<file path="src/rtl/raypipe_geom_pkg.sv">
package raypipe_geom_pkg;

	// ray store and traversal constants
	localparam int NUM_RAYS = 16;
	localparam int INV_FRAC_W = 8;
	localparam int RS_QUEUE_DEPTH = 4;

	typedef logic signed [15:0] coord_t;
	typedef logic signed [31:0] dist_t;
	typedef logic [3:0] rayID_t;
	typedef logic [7:0] nodeID_t;

	typedef struct packed {
		coord_t x;
		coord_t y;
		coord_t z;
	} vector_t;

	typedef struct packed {
		vector_t min;
		vector_t max;
	} aabb_t;

	// inv_dir carries INV_FRAC_W fraction bits
	typedef struct packed {
		vector_t origin;
		vector_t inv_dir;
		dist_t t_max;
	} ray_vec_t;

	typedef struct packed {
		rayID_t rayID;
		nodeID_t nodeID;
	} trav_req_t;

	// cache to traversal
	typedef struct packed {
		trav_req_t req;
		aabb_t box;
	} node_data_t;

	// ray store to traversal
	typedef struct packed {
		rayID_t rayID;
		ray_vec_t ray;
	} ray_data_t;

	typedef struct packed {
		rayID_t rayID;
		nodeID_t nodeID;
		logic hit;
		dist_t t_near;
	} trav_result_t;

endpackage

</file>
<file path="src/rtl/raystore.sv">
module raystore
	import raypipe_geom_pkg::*;
(
	input logic clk,
	input logic reset,

	// external write port
	input logic raystore_we,
	input rayID_t raystore_write_addr,
	input ray_vec_t raystore_write_data,

	// read requests from the arbitor
	input logic rd_valid,
	input trav_req_t rd_data,
	output logic rd_stall,

	// rays to traversal
	output logic ray_valid,
	output ray_data_t ray_data,
	input logic ray_stall
);

	ray_vec_t ray_mem [NUM_RAYS];
	ray_data_t queue [RS_QUEUE_DEPTH];

	logic [$clog2(RS_QUEUE_DEPTH)-1:0] wr_ptr;
	logic [$clog2(RS_QUEUE_DEPTH)-1:0] rd_ptr;
	logic [$clog2(RS_QUEUE_DEPTH+1)-1:0] count;
	logic push;
	logic pop;
	ray_vec_t rd_ray;

	function automatic logic [$clog2(RS_QUEUE_DEPTH)-1:0] next_ptr(
		input logic [$clog2(RS_QUEUE_DEPTH)-1:0] ptr
	);
		if (ptr == $bits(ptr)'(RS_QUEUE_DEPTH - 1)) begin
			return '0;
		end
		return ptr + 1'b1;
	endfunction

	assign rd_stall = (count == $bits(count)'(RS_QUEUE_DEPTH));
	assign push = rd_valid && !rd_stall;
	assign ray_valid = (count != '0);
	assign pop = ray_valid && !ray_stall;
	assign ray_data = queue[rd_ptr];

	// same-cycle write to the entry being read wins
	assign rd_ray = (raystore_we && (raystore_write_addr == rd_data.rayID)) ?
		raystore_write_data : ray_mem[rd_data.rayID];

	always_ff @(posedge clk) begin
		if (raystore_we) begin
			ray_mem[raystore_write_addr] <= raystore_write_data;
		end
		if (push) begin
			queue[wr_ptr] <= '{rayID: rd_data.rayID, ray: rd_ray};
		end
	end

	always_ff @(posedge clk) begin
		if (reset) begin
			wr_ptr <= '0;
			rd_ptr <= '0;
			count <= '0;
		end else begin
			if (push) begin
				wr_ptr <= next_ptr(wr_ptr);
			end
			if (pop) begin
				rd_ptr <= next_ptr(rd_ptr);
			end
			case ({push, pop})
				2'b10: count <= count + 1'b1;
				2'b01: count <= count - 1'b1;
				default: count <= count;
			endcase
		end
	end

endmodule

</file>
<file path="config.mk">
export PLATFORM = sky130hd
export DESIGN_NAME = raystore
export DESIGN_NICKNAME = d
export VERILOG_FILES = /design/src/rtl/raypipe_geom_pkg.sv /design/src/rtl/raystore.sv
export SDC_FILE = /design/constraint.sdc
export NUM_CORES = 2
export LEC_CHECK = 0
export BUFFER_PORTS_ARGS = -buffer_cell sky130_fd_sc_hd__clkbuf_2
export CAP_MARGIN = 10
export CORE_UTILIZATION = 35
export CTS_CLUSTER_SIZE = 14
export DETAILED_ROUTE_END_ITERATION = 8
export PLACE_DENSITY = 0.6
export RECOVER_POWER = 25
export SKIP_LAST_GASP = 1
export SYNTH_ARGS = -nofsm -noshare
export SYNTH_HDL_FRONTEND = slang
export SYNTH_SLANG_ARGS = --single-unit
</file>
<file path="constraint.sdc">
create_clock -name clk -period 10.5 [get_ports clk]
set_input_delay 0.525 -clock clk [delete_from_list [all_inputs] [get_ports clk]]
set_output_delay 0.525 -clock clk [all_outputs]
set_load 0.05 [all_outputs]
</file>
[Word level (Yosys, flattened, before mapping)]
Memories as Yosys holds them, arrays and structs flattened. A register that Yosys moved wholly into a read port is not among the register bits.
Index checks and enable logic that the tools add are counted.
Widths: inputs -> output; s select.
Word-level totals
  register bits after elaboration: 7
  memory bits (writable): 2576
  logic and storage cells: 40
  memories: 2
Cells by class
  add/subtract/negate cells: 4
  eq/ne operators: 6
  muxes and demuxes: 18
  reduce and logical (&&, ||, !) cells: 7
Memories
  ray_mem: words 16, width 128, read ports 1, clocked after Yosys merged registers in 0, write ports 1, line raystore.sv:23  | ray_vec_t ray_mem [NUM_RAYS];
  queue: words 4, width 132, read ports 1, clocked after Yosys merged registers in 1, write ports 1, line raystore.sv:24  | ray_data_t queue [RS_QUEUE_DEPTH];
Operators with widths (number)
  $mux 128: 1
  $mux 2: 6
  $mux 1: 10
  $eq 2x2->1 const B: 3
  $pmux 3 s2: 1
  $add 2x1->2 const B: 2
  $eq 4x4->1: 1
  $add 3x1->3 const B: 1
  $eq 3x3->1 const B: 1
  $logic_and 1x1->1: 3
  $reduce_bool 3->1: 1
  $sub 3x1->3 const B: 1
  $eq 2x1->1 const B: 1
  $logic_not 1->1: 2
  $reduce_bool 2->1: 1

[Logic depth before layout (Yosys ltp)]
  depth after elaboration: 7
  depth in mapped cells: 10

[Worst setup path after synthesis]
No wires, ideal clock.
  path type: input -> register
  start: input raystore_write_addr[2]
  end: memory ray_mem[0][0] (netlist name), enable pin
  setup time: 772 ps
  arrival time: 9678 ps
  data required time: 9728 ps
  path slack: 50 ps
  stages: 2
  cells stage by stage: or3b_2 nor3_1
RTL lines
  from (decl): line raystore.sv:9  | input rayID_t raystore_write_addr,
  to (decl): line raystore.sv:23
Straight into the memory's write port.

==> parameters.txt <==
Parameter                              Value

Logic synthesis
  Post-Syn Area ... 0.09822 mm²
  Synthesized area per cell ... between 20 and 25 µm²
  Main synth FF type ... sky130_fd_sc_hd__edfxtp_1
  Syn_nets ... about 4300
  EDFF count, synth ... approximately 2600
  Register bit count reported by yosys ... roughly 2600
  Distinct cell type count after synthesis ... 40
  Gate count after technology mapping ... 4162
  Number of warnings issued by yosys ... 0
  Portion of the post-synthesis area used by sequential elements ... 78.94%
  FFs w/ async S/R, synth ... 0%

STA
  Final TNS setup ... 0 ns
  Endpoints failing setup ... 0
  Setup ws final ... approximately 5.5 ns
  Number of hold-slack violations in the final timing report ... 0
  Fmax ... about 200 MHz
  Final Max Tran Viols ... 0
  Remaining max-slew budget at the tightest pin ... between 20% and 30%
  Pin slew with the least headroom to its limit ... approximately 1.1 ns
  Unrepaired setup endpoints after global routing ... no
  Fin crit period ... 4.993 ns
  Clk_skew ... 0.05218 ns
  Final cycle utilization of the critical path ... a little under half

Global routing
  Vias in the first global route ... between 40000 and 50000
  Overall routing resource usage ... roughly 17%
  Antenna violations before repair ... 66
  Pin count of the biggest net entering global routing ... about 140
  Global-route wire length before repair ... between 300 and 400 mm
  Grt total ovfl ... 0

CTS
  CTS tree ... built
  Clock Latency Late Sink ... 0.86 ns
  Total clock sinks ... around 2600
  Max Root-Sink Buffers ... 4
  Clock root buffer master ... sky130_fd_sc_hd__clkbuf_16
  H-Tree Level Count ... 5
  Number of clock buffers inserted by TritonCTS ... around 270
  Clock transition time at the flip-flop clock pins of the worst setup and hold paths ... around 0.05 ns

Die
  Floorplan Core Area ... ~0.28 mm²
  Total Die Area ... between 0.2 and 0.3 mm²
  Placement Rows ... between 150 and 200
  Die extent in y ... 531.7 µm
  Chip width ... ~530 µm
  Initial cell density of the core ... roughly a third
  Boundary pin count ... 283

Route
  Number of DRC markers in iteration 0 ... roughly 4400
  Total routed wirelength ... 244.5 mm
  DR vias ... between 40000 and 50000
  Antenna Violating Nets Remaining ... 0
  Drt first pass iters ... 5
  Remaining routing DRC violations ... 0
  Routed via count divided by cell count ... around 5.4
  Average wire length per cell after detail routing ... 28.80 µm

Setup path
  Largest stage delay on the critical path ... between 0.8 and 0.9 ns
  Maximum fanout encountered on the critical timing path ... 39
  Required arrival time at the worst endpoint ... roughly 10 ns
  Critical Path End Type ... output pin
  Crit Path Class ... register to output pin
  Crit Reg-Reg Startpoint ... count[0]
  Count of cells along the worst register-to-register path ... 4
  Destination of the worst register-to-register timing path ... queue[2][6]
  Setup slack, reg-to-reg ... 7.55 ns
  Cell mode on critical path ... sky130_fd_sc_hd__buf_4
  Ordered cell list for the critical path ... buf_4, buf_4, mux4_2, clkbuf_2
  Critical path startpoint category ... register
  Buf/Inv on CP ... 3
  Critical Path AT ... 4.47 ns
  Cell class contributing the biggest share of worst-path delay ... buffers and inverters
  Library cell contributing the largest single delay on the critical path ... sky130_fd_sc_hd__dfxtp_4

Hold path
  Hold-critical path depth ... 4
  Worst hold path class ... input port to register
  Launch point of the worst hold path ... ray_stall

Pwr
  Power Density ... about 210 mW/mm²
  Sw Ratio ... roughly a quarter
  Share of power burned in combinational logic ... between 10% and 20%
  Share of total power in sequential cells ... around 50%
  Internal power ... ~0.018 W
  Worst-case vdd ir drop ... 238.4 µV
  Power share of the clock group ... approximately two fifths
  Static leakage ... 34.80 nW
  Net switching power figure ... about 0.0060 W

Placement
  Global placer's final weighted congestion ... around 0.71
  Worst Setup Slack post-DPL ... between 5 and 6 ns
  Number of buffers added on ports ... between 200 and 300
  HPWL after DPL ... approximately 120 mm

Cells and area
  Area added between synthesis and finish ... 14.49%
  Final net count ... about 4700
  Fill cell total of the finished layout ... 24470
  Share of post-route cells with drive strength above 1 ... 28.02%
  Total area of multi-input combinational cells ... a little under 0.02 mm²
  Commonest cells after routing, fill and taps aside ... sky130_fd_sc_hd__edfxtp_1, sky130_fd_sc_hd__mux4_2, sky130_fd_sc_hd__clkbuf_16
  Area taken by flip-flops and latches ... between 0.07 and 0.08 mm²
  Most common library cell in the layout ignoring fill and taps ... sky130_fd_sc_hd__edfxtp_1

Status
  Outcome ... completed

Flow run
  MaxCap Viol Count ... 0
registers in the layout (all words and copies together) (netlist names), named ones only:
name / flops
wr_ptr: 2
queue: 528
rd_ptr: 2
ray_mem: 2048
count: 3
area by class of cell:
cell class                 count  share of cell area [%]
sequential                  2585                   68.96
timing repair buffer         363                   1.922
inverter                       6                 0.02003
antenna                       16                 0.03560
clock buffer                 341                   6.453
tap                         3724                   4.144
multi-input combinational   1327                   17.40
clock inverter               129                   1.073
worst reg2reg max path, cell delays in order (launching register included):
cell and delay, ns:
sky130_fd_sc_hd__dfxtp_1 0.39, sky130_fd_sc_hd__nor3b_1 0.09, sky130_fd_sc_hd__nor2b_1 0.49, sky130_fd_sc_hd__and2_4 0.73, sky130_fd_sc_hd__buf_12 0.49
worst max path at each step:
stage / slack, ns / depth (start not counted) / from / end
floorplan: 0.05 / 2 / raystore_write_addr[2] / ray_mem[0][0]
global placement: 5.25 / 8 / rd_data[8] / queue[2][3]
detailed placement: 5.23 / 8 / rd_data[8] / queue[2][3]
CTS: 5.22 / 4 / register / ray_data[5]
global route: 5.12 / 4 / register / ray_data[5]
finish: 5.51 / 4 / register / ray_data[62]
synthesized netlist by cell type (all sizes together) (2+ instances only):
library cell	number	area, µm²
or2	14	87.59
nor2b	18	112.6
a221oi	83	996.0
a31oi	14	87.58
o22a	13	113.9
inv	6	22.52
edfxtp	2576	77350
nand2b	2	12.51
nand2	3	13.77
ha	6	75.07
clkbuf	92	345.3
a22o	83	727.0
o22ai	13	81.33
nor2	37	138.9
o21ai	97	485.5
buf	152	917.1
a22oi	28	210.2
nor3	19	95.09
mux4	616	13870
and2	7	43.79
xor2	5	43.79
mux2i	141	1411
nand3	98	490.5
or3	3	18.77
dfxtp	9	180.2
mux2	18	202.7
a21oi	2	10.01
nand3b	2	15.01
stage by stage:
step / instance area [µm²] / utilization [%] / hold WS (ns) / power, W / instances
2_1_floorplan: 98220 / - / 0.4553 / 0.01415 / 4162
3_3_place_gp: 104100 / 37.28 / 0.4880 / 0.01505 / 8004
3_5_place_dp: 104100 / 37.28 / 0.5171 / 0.01510 / 8004
4_1_cts: 112500 / 40.32 / 0.03398 / 0.02433 / 8475
5_1_grt: 112400 / 40.28 / 0.06912 / 0.02479 / 8484
6_report: 112500 / 40.28 / 0.08501 / 0.02404 / 8491
routing by layer:
metal	up-vias	share of wire (%)	GRT usage [%]
met4	32	2.6	4.938
met5	-	0.081	0
met3	448	6.6	3.297
met2	1574	50	28.92
li1	18780	-	-
met1	24610	40	22.14
power by group through the flow:
stage	Sequential, W	Combinational, W	Clock (W)
2_1_floorplan	0.0121	0.00202	0
3_3_place_gp	0.0121	0.00291	0
3_5_place_dp	0.0122	0.00294	0
4_1_cts	0.0119	0.00294	0.00944
5_1_grt	0.0120	0.00303	0.00979
6_report	0.0119	0.00287	0.00924
logic make-up after synthesis:
kind of cell	share of synthesized area, %
simple gates	1.071
compound gates	2.761
mux	15.77
buf+inv	1.308
flops	78.94
xor+xnor	0.05350
fa+ha+maj	0.09682
repair_timing:
item / in CTS / in global routing
hold buffers: 1 / 0
gates resized for setup: 0 / 0
hold endpoints to repair: 9 / 0
buffers inserted: 0 / 0
(Power assumes the default switching activity.)
