==> src/rtl/raypipe_geom_pkg.sv <==
package raypipe_geom_pkg;

	// ray store and traversal constants
	localparam int NUM_RAYS = 16;
	localparam int INV_FRAC_W = 8;
	localparam int RS_QUEUE_DEPTH = 4;

	typedef logic signed [15:0] coord_t;
	typedef logic signed [31:0] dist_t;
	typedef logic [3:0] rayID_t;
	typedef logic [7:0] nodeID_t;

	typedef struct packed {
		coord_t x;
		coord_t y;
		coord_t z;
	} vector_t;

	typedef struct packed {
		vector_t min;
		vector_t max;
	} aabb_t;

	// inv_dir carries INV_FRAC_W fraction bits
	typedef struct packed {
		vector_t origin;
		vector_t inv_dir;
		dist_t t_max;
	} ray_vec_t;

	typedef struct packed {
		rayID_t rayID;
		nodeID_t nodeID;
	} trav_req_t;

	// cache to traversal
	typedef struct packed {
		trav_req_t req;
		aabb_t box;
	} node_data_t;

	// ray store to traversal
	typedef struct packed {
		rayID_t rayID;
		ray_vec_t ray;
	} ray_data_t;

	typedef struct packed {
		rayID_t rayID;
		nodeID_t nodeID;
		logic hit;
		dist_t t_near;
	} trav_result_t;

endpackage

==> src/rtl/arbitor.sv <==
module arbitor
	import raypipe_geom_pkg::*;
(
	input logic clk,
	input logic reset,

	// two requesters
	input logic [1:0] valid_us,
	input trav_req_t [1:0] data_us,
	output logic [1:0] stall_us,

	// fork towards cache and ray store
	input logic cache_stall,
	input logic rs_stall,
	output logic fork_valid,
	output trav_req_t fork_data
);

	logic rr_ptr;
	logic sel;
	logic ds_ready;

	// favour the pointer, fall back to the other port
	assign sel = valid_us[rr_ptr] ? rr_ptr : ~rr_ptr;

	// both sides must be free, otherwise the fork would split
	assign ds_ready = !cache_stall && !rs_stall;

	// valid only offered when both consumers take it in the same cycle
	assign fork_valid = (|valid_us) && ds_ready;
	assign fork_data = data_us[sel];

	always_comb begin
		stall_us = 2'b11;
		if (fork_valid) begin
			stall_us[sel] = 1'b0;
		end
	end

	// pointer moves past the granted port on every transfer
	always_ff @(posedge clk) begin
		if (reset) begin
			rr_ptr <= 1'b0;
		end else if (fork_valid) begin
			rr_ptr <= ~sel;
		end
	end

endmodule

==> config.mk <==
export PLATFORM = sky130hd
export DESIGN_NAME = arbitor
export DESIGN_NICKNAME = d
export VERILOG_FILES = /design/src/rtl/raypipe_geom_pkg.sv /design/src/rtl/arbitor.sv
export SDC_FILE = /design/constraint.sdc
export NUM_CORES = 1
export LEC_CHECK = 0
export BUFFER_PORTS_ARGS = -buffer_cell sky130_fd_sc_hd__buf_2
export CAP_MARGIN = 20
export CORE_AREA = 2 2 39 41
export CTS_CLUSTER_DIAMETER = 100
export CTS_CLUSTER_SIZE = 14
export DETAILED_ROUTE_END_ITERATION = 6
export DIE_AREA = 0 0 41 43
export GPL_TIMING_DRIVEN = 0
export SLEW_MARGIN = 20
export SYNTH_ARGS = -nofsm -noshare
export SYNTH_HDL_FRONTEND = slang
export SYNTH_SLANG_ARGS = --single-unit
export TNS_END_PERCENT = 1
==> constraint.sdc <==
create_clock -name clk -period 1.8 [get_ports clk]
set_input_delay 0.27 -clock clk [delete_from_list [all_inputs] [get_ports clk]]
set_output_delay 0.27 -clock clk [all_outputs]
set_load 0.01 [all_outputs]
After elaboration in Yosys (flattened, before gate mapping):

Index checks and enable logic that the tools add are counted.

* latch bits: 0
* RAM bits: 0
* flip-flop bits (word level): 1
* word-level logic and storage cells: 21
* memories kept: 0
* bits of input ports: 30
* output and inout port bits: 15
* ROM bits: 0

* divide/modulo/power cells: 0
* reduce and logical (&&, ||, !) cells: 6
* $add $sub $neg: 0
* bitwise logic cells: 3
* multipliers: 0
* shift-type cells: 0
* magnitude comparators: 3
* multiplexer cells: 8
* equality and inequality tests: 0

Operator list (number)
* 12-bit two-way mux: 2
* 1-bit by 2-bit < comparator with 1-bit output, second input constant: 2
* 1-bit two-way mux: 4
* 1-bit logical AND: 3
* 1-bit zero test: 2
* 2-bit two-way mux: 1
* 1-bit inverter: 2
* 2-bit inverter: 1
* 2-bit OR reduction: 1
* 1-bit demux with 1-bit select: 1
* 1-bit greater-or-equal comparator, second input constant: 1

Longest topological paths before layout:

Gate-level depths: netlist (run 1).

* depth after elaboration: 9
* mapped depth: 4
* mapped depth without buffers: 3

Least setup slack after synthesis (run 1):

No wires, ideal clock.

* path kind: flip-flop to output port
* start: register rr_ptr
* end: output port fork_data[0] (netlist name)
* setup slack: 0.431 ns
* stages on the path, launching flop included: 5
* buffers on the path: 1
* data required time: 1.530 ns
* data arrival time: 1.099 ns
* path through: dfxtp_1 inv_1 o21ai_2 buf_6 mux2_4

RTL lines
* start: declaration: line arbitor.sv:19 `logic rr_ptr;`
* start signal: assignment: line arbitor.sv:45 `rr_ptr <= ~sel;`
* end: declaration: line arbitor.sv:16 `output trav_req_t fork_data`

==> flow_summary.yaml, run 1 <==
run_status:
  status: "completed"
floorplanning:
  core_area_mm2: 0.00138
  pin_count: 45
  die_w_um: 41
  std_cell_rows: 14
  die_area_mm2: 0.00176
  initial_core_util_pct: 19.1
  die_h_um: 43
logic_synthesis:
  synth_warnings: 0
  synthAdderAreaFrac_pct: 0
  synthSimpleGateAreaFrac_pct: 9.95
  synth-seq-area-share_pct: 7.58
  synth-seq-cells: 1
  synth_compound_area_share_pct: 11.4
  syn-num-nets: 54
  synthMuxAreaShare_pct: 65.4
  syn_avg_cell_area_um2: 11.0
  synth_top_family_by_area: "multiplexers"
  synth_cells: 24
  synthDistinctLibCells: 13
  synth_area_um2: 264
  synth_xor_area_share_pct: 0
worst_setup_path:
  rr_worst_depth: 2
  r2r_slack_ps: 1020
  reg2reg_to: "rr_ptr"
  cp_max_fo: 10
  path_class: "flip-flop to output port"
  crit_path_start_kind: "flip-flop"
  crit_required_ps: 1530
  crit_path_end_kind: "output port"
  cp.arrival_ps: 1270
  r2r_start: "rr_ptr"
global_routing:
  grt_usage_pct: 7.90
  antenna_found_initial: 0
  grt_max_degree: 11
  grt_pass1_vias: 278
  grt_pass1_wl_um: 1070
  grt_overflow: 0
sta:
  tightest_slew_ps: 278
  layout_min_cycle_time_ps: 1540
  fmax_mhz: 651
  finalMaxSlewViolations: 0
  period_share_pct: 85.4
  hold_viol_final: 0
  clock_skew_ps: 0
  tns_ps: 0
  setup_ws_ps: 263
  max_slew_margin_pct: 81.4
  final-setup-viol-count: 0
  rsz0062_at_grt: "false"
power_and_ir_drop:
  vdd_drop_max_mv: 0.157
  power_frac_seq_pct: 15.2
  p_comb_share_pct: 84.8
  p_leak_uw: 0.000290
  p_clk_share_pct: 0
  swShare_pct: 33.9
  intPower_uw: 109
  netSwitchingPower_uw: 56.0
  power_density_mw_per_mm2: 328
cts:
  cts_resized: 0
  clk_latency_ps: 0
  cts_hold_buf: 0
  postCtsSetupRepairBufs: 0
  path_clk_slew_ps: 0
route:
  vias: 348
  wl_per_cell_um: 8.93
  dr.pass1.iters: 1
  antenna_left: 0
  drt_iter0_drc: 0
  wl_um: 750
  routed_via_density: 4.14
  drc: 0
finish:
  regMostFlops: "rr_ptr"
  top_regs: "rr_ptr (1)"
  final_cell_mix: "buf_2 (44), mux2_4 (10), nand3_1 (2), mux2_2 (2)"
  final_common_cell: "buf_2"
  n_antenna_cell: 0
  nets: 100
  area_growth_pct: 91.0
  final_layout_size_suffix_gt1_share_pct: 86.8
  largest_register_ff_count: 1
worst_hold_path:
  min_to: "rr_ptr"
  min-delay-start: "reset"
  hold_path.class: "input pin to flip-flop"
  hold_depth: 2
job:
  cap_violations: 0
placed_design:
  gp_congestion: 0.597
  portBuffers: 44
  place_ws_ps: 248
  place_hpwl_um: 698
## critical path, cell delays in order (launching register included)
cell     delay [ps]
dfxtp_1         350
inv_1            70
o21ai_2         190
buf_6           200
mux2_4          310
buf_2           140
## power by group through the flow
stage	clock network (uW)	logic (uW)	registers [uW]
after CTS	0	142	25.1
after global placement	0	140	25.0
final	0	140	25.1
after global routing	0	153	25.5
after floorplan	0	80.9	24.8
after detailed placement	0	142	25.1
## synth_stat cells
master,count,share of area [%]
a21oi_1,1,1.9
a311oi_1,1,3.3
buf_6,1,4.3
dfxtp_1,1,7.6
inv_1,1,1.4
mux2_2,2,8.5
mux2_4,10,57
nand2_1,1,1.4
nand2b_2,1,3.3
nand3_1,2,3.8
nor2_1,1,1.4
o21a_1,1,2.8
o21ai_2,1,3.3
## routing by layer
layer | global-route usage [%] | routed length [um] | vias up | share of wire [%]
li1 | - | - | 178 | -
met1 | 9.21 | 269 | 141 | 36
met2 | 15.3 | 370 | 29 | 49
met3 | 0.524 | 110 | 0 | 15
met4 | 0 | 0 | 0 | 0
met5 | 0 | 0 | - | 0
## metrics by stage
stage / total power (uW) / instance area, um^2 / hold WS [ps] / instances / utilization [%]
6_report: 165 / 504 / 442 / 84 / 36.4
5_1_grt: 179 / 504 / 453 / 84 / 36.4
3_3_place_gp: 165 / 504 / 434 / 84 / 36.4
4_1_cts: 167 / 504 / 443 / 84 / 36.4
3_5_place_dp: 167 / 504 / 440 / 84 / 36.4
2_1_floorplan: 106 / 264 / 342 / 24 / -
## how the worst max path moves through the flow
stage / start / end
CTS: rr_ptr / fork_data[11]
finish: rr_ptr / fork_data[11]
floorplan: rr_ptr / fork_data[0]
detailed placement: rr_ptr / fork_data[11]
global placement: rr_ptr / fork_data[11]
global route: rr_ptr / fork_data[8]
## cell families after synthesis
kind of cell	count (synthesis)
simple gates	5
compound gates	4
buf+inv	2
flops	1
mux	12
## area by class of cell
cell class | instances | area (um^2)
well taps | 16 | 20.0
flip-flops and latches | 1 | 20.0
fillers | 152 | 880
inverters | 1 | 3.75
plain buffers | 1 | 11.3
repair buffers | 44 | 220
multi-input cells | 21 | 229
Note: power is estimated with default switching activity, not from simulation.
==> inputs of run 2 (changes only) <==
--- a/config.mk
+++ b/config.mk
@@ -7,12 +7,16 @@
 export LEC_CHECK = 0
 export BUFFER_PORTS_ARGS = -buffer_cell sky130_fd_sc_hd__buf_2
 export CAP_MARGIN = 20
-export CORE_AREA = 2 2 39 41
+export CELL_PAD_IN_SITES_DETAIL_PLACEMENT = 1
+export CELL_PAD_IN_SITES_GLOBAL_PLACEMENT = 1
+export CORE_MARGIN = 1
+export CORE_UTILIZATION = 15
 export CTS_CLUSTER_DIAMETER = 100
 export CTS_CLUSTER_SIZE = 14
 export DETAILED_ROUTE_END_ITERATION = 6
-export DIE_AREA = 0 0 41 43
 export GPL_TIMING_DRIVEN = 0
+export PLACE_DENSITY_LB_ADDON = 0.1
+export RECOVER_POWER = 50
 export SLEW_MARGIN = 20
 export SYNTH_ARGS = -nofsm -noshare
 export SYNTH_HDL_FRONTEND = slang
==> flow_summary.yaml, run 2 (synthesized netlist as in run 1, its figures left out) <==
global_routing:
  grt_overflow: 0
  grt_max_degree: 11
  grt_pass1_wl_um: 1140
  grt_pass1_vias: 274
  antenna_found_initial: 0
  grt_usage_pct: 7.39
cts:
  postCtsSetupRepairBufs: 0
  cts_hold_buf: 0
  cts_resized: 0
  clk_latency_ps: 0
  path_clk_slew_ps: 0
worst_setup_path:
  cp.arrival_ps: 1290
  crit_required_ps: 1530
  path_buf_inv: 3
  crit_path_start_kind: "flip-flop"
  crit_family: "buffers and inverters"
  crit_path_end_kind: "output port"
  path_class: "flip-flop to output port"
  critPathMaxStageDelay_ps: 360
  slowest_stage: "dfxtp_1"
  crit_chain: "inv_1 -> o21ai_2 -> buf_6 -> mux2_4 -> buf_2"
  cp_max_fo: 10
power_and_ir_drop:
  power_density_mw_per_mm2: 330
  intPower_uw: 108
  p_clk_share_pct: 0
  power_frac_seq_pct: 15.3
  p_comb_share_pct: 84.7
  netSwitchingPower_uw: 56.9
  p_leak_uw: 0.000278
  vdd_drop_max_mv: 0.0992
  swShare_pct: 34.6
finish:
  final_cell_mix: "buf_2 (39), mux2_4 (10), clkbuf_1 (5)"
  area_growth_pct: 88.6
  nFillCells: 203
  regMostFlops: "rr_ptr"
  nets: 100
  instances_no_fill: 84
  final_util_pct: 31.6
  final_common_cell: "buf_2"
  final_layout_size_suffix_gt1_share_pct: 79.4
  largest_register_ff_count: 1
  top_regs: "rr_ptr (1)"
  n_antenna_cell: 0
placed_design:
  portBuffers: 44
  place_hpwl_um: 795
  gp_congestion: 0.629
  placed_cells: 84
floorplanning:
  std_cell_rows: 14
  die_area_mm2: 0.00193
  initial_core_util_pct: 16.7
  die_w_um: 44.0
  core_area_mm2: 0.00158
  die_h_um: 44.0
  pin_count: 45
route:
  drc: 8
  drt_iter0_drc: 9
  routed_via_density: 4.35
  antenna_left: 0
  dr.pass1.iters: 5
  vias: 365
  wl_per_cell_um: 10.5
  wl_um: 885
job:
  cap_violations: 0
sta:
  tns_ps: 0
  clock_skew_ps: 0
  fmax_mhz: 642
  finalMaxSlewViolations: 0
  layout_min_cycle_time_ps: 1560
  max_slew_margin_pct: 81.1
  tightest_slew_ps: 283
  final-setup-viol-count: 0
  hold_viol_final: 0
  period_share_pct: 86.6
  rsz0062_at_grt: "false"
run_status:
  violations: "design-rule violations"
  status: "finished with violations"
worst_hold_path:
  hold_path.class: "input pin to flip-flop"
## run 2: path summary, 6_finish.rpt
| path | from | to | slack (ps) | cells after the start |
|---|---|---|---|---|
| setup / recovery | rr_ptr | fork_data[10] | 240 | 5 |
| hold / removal | reset | rr_ptr | 430 | 2 |
| setup reg to reg | rr_ptr | rr_ptr | 1050 | 2 |
| hold reg to reg | rr_ptr | rr_ptr | 520 | 1 |
## run 2: area by class of cell
type	count	area, um^2	area share (%)
repair buffers	44	214	43.0
multi-input cells	21	229	46.0
plain buffers	1	11.3	2.26
inverters	1	3.75	0.754
well taps	16	20.0	4.02
flip-flops and latches	1	20.0	4.02
## run 2: stage by stage
stage	setup slack [ps]	hold WS (ps)	area [um^2]	power, uW
after floorplan	431	342	264	106
after global placement	221	436	504	167
after detailed placement	215	438	504	168
after CTS	216	438	504	169
after global routing	170	455	498	175
final	242	435	498	164
## run 2: routing by layer
| metal | vias to the layer above | share of wire (%) | GRT usage (%) |
|---|---|---|---|
| met2 | 39 | 37 | 13.1 |
| met5 | - | 0 | 0 |
| met1 | 147 | 38 | 8.93 |
| met4 | 0 | 0 | 0 |
| met3 | 0 | 25 | 2.92 |
| li1 | 179 | - | - |
## run 2: power groups by stage
stage / clock network [uW] / logic, uW / registers, uW
after floorplan: 0 / 80.9 / 24.8
after global placement: 0 / 141 / 25.2
after detailed placement: 0 / 143 / 25.2
after CTS: 0 / 143 / 25.2
after global routing: 0 / 150 / 25.4
final: 0 / 139 / 25.2
==> inputs of run 3 (changes only) <==
--- a/config.mk
+++ b/config.mk
@@ -10,7 +10,7 @@
 export CELL_PAD_IN_SITES_DETAIL_PLACEMENT = 1
 export CELL_PAD_IN_SITES_GLOBAL_PLACEMENT = 1
 export CORE_MARGIN = 1
-export CORE_UTILIZATION = 15
+export CORE_UTILIZATION = 14
 export CTS_CLUSTER_DIAMETER = 100
 export CTS_CLUSTER_SIZE = 14
 export DETAILED_ROUTE_END_ITERATION = 6
==> constraint.sdc (replaced) <==
create_clock -name clk -period 1.4 [get_ports clk]
set_input_delay 0.21 -clock clk [delete_from_list [all_inputs] [get_ports clk]]
set_output_delay 0.21 -clock clk [all_outputs]
set_load 0.01 [all_outputs]
==> flow_summary.yaml, run 3 (synthesized netlist as in run 1, its figures left out) <==
global_routing:
  antenna_found_initial: 0
  grt_max_degree: 6
  grt_usage_pct: 9.08
  grt_overflow: 0
  grt_pass1_vias: 316
  grt_pass1_wl_um: 1440
worst_setup_path:
  crit_path_end_kind: "output port"
  reg2reg_to: "rr_ptr"
  r2r_slack_ps: 650
  crit_path_start_kind: "flip-flop"
  path_class: "flip-flop to output port"
  cp_max_fo: 5
  crit_required_ps: 1190
  r2r_start: "rr_ptr"
  rr_worst_depth: 2
  cp.arrival_ps: 1170
finish:
  final_util_pct: 35.1
  largest_register_ff_count: 1
  top_regs: "rr_ptr (1)"
  instances_no_fill: 95
  n_antenna_cell: 0
  final_cell_mix: "buf_2 (32), buf_6 (12), mux2_4 (10)"
  regMostFlops: "rr_ptr"
  area_growth_pct: 132
  final_layout_size_suffix_gt1_share_pct: 87.1
  final_common_cell: "buf_2"
  nets: 102
  fin_area_um2: 613
cts:
  path_clk_slew_ps: 0
  clk_latency_ps: 0
job:
  cap_violations: 0
sta:
  finalMaxSlewViolations: 0
  final-setup-viol-count: 0
  hold_viol_final: 0
  layout_min_cycle_time_ps: 1380
  tns_ps: 0
  fmax_mhz: 726
  period_share_pct: 98.4
  max_slew_margin_pct: 79.6
  clock_skew_ps: 0
  tightest_slew_ps: 305
  rsz0062_at_grt: "true"
  fin_hold_ws_ps: 365
route:
  wl_per_cell_um: 10.7
  antenna_left: 0
  dr.pass1.iters: 1
  vias: 364
  wl_um: 1020
  routed_via_density: 3.83
  drc: 0
  drt_iter0_drc: 0
placed_design:
  dpl-instance-area_um2: 515
  place_hpwl_um: 790
  placed_cells: 93
  gp_congestion: 0.547
  portBuffers: 44
floorplanning:
  die_area_mm2: 0.00206
  pin_count: 45
  die_w_um: 45.4
  initial_core_util_pct: 15.1
  die_h_um: 45.4
  core_area_mm2: 0.00175
  std_cell_rows: 15
power_and_ir_drop:
  p_leak_uw: 0.000324
  vdd_drop_max_mv: 0.172
  power_density_mw_per_mm2: 435
worst_hold_path:
  min_to: "rr_ptr"
  min-delay-start: "reset"
  hold_path.class: "input pin to flip-flop"
  hold_depth: 2
run_status:
  status: "completed"
run 3: cell types whose count changed in the layout (fill, tap and decap cells not counted), sizes merged:
| cell | delta |
|---|---|
| buf | +5 |
| clkbuf | -3 |
run 3: worst max path at each step:
stage / cells after the start / startpoint / slack (ps) / endpoint
floorplan: 4 / rr_ptr / 90 / fork_data[0]
global placement: 5 / rr_ptr / -130 / fork_data[4]
detailed placement: 5 / rr_ptr / -120 / fork_data[4]
CTS: 5 / rr_ptr / 4 / fork_data[4]
global route: 5 / rr_ptr / -20 / fork_data[3]
finish: 5 / rr_ptr / 20 / fork_data[2]
run 3: per-layer routing:
metal	share of wire (%)	routed length (um)	track usage [%]
met1	34	346	10.7
met2	59	601	18.6
met3	6.9	70	0.397
met4	0	0	0
met5	0	0	0
run 3: power breakdown:
group / switching (uW) / total (uW) / internal, uW
sequential: 2.48 / 32.4 / 29.9
combinational: 84.2 / 234 / 150
clock: 0 / 0 / 0
total: 86.7 / 267 / 180
run 3: critical path: stages (launching register included):
cell and delay (ps):
dfxtp_4 340, nand2b_4 150, o21ai_4 80, buf_4 140, mux2_2 310, buf_2 140
run 3: stage by stage:
step | worst slack (ps) | power [uW]
2_1_floorplan | 91.3 | 136
3_3_place_gp | -133 | 215
3_5_place_dp | -121 | 216
4_1_cts | 3.99 | 232
5_1_grt | -18.4 | 284
6_report | 22.9 | 267
run 3: layout make-up:
cell class                 instances  area (um^2)
buffer                             1         11.3
fill                             215         1130
inverter                           1         6.26
multi-input combinational         21          241
sequential                         1         23.8
tap                               25         31.3
timing repair buffer              46          299
run 3: repair_timing:
action,in CTS,in global routing
hold buffers,0,0
pin swaps,1,1
setup buffers,1,0
cloned,1,0
endpoints found under the setup margin,10,12
resized for setup,5,13
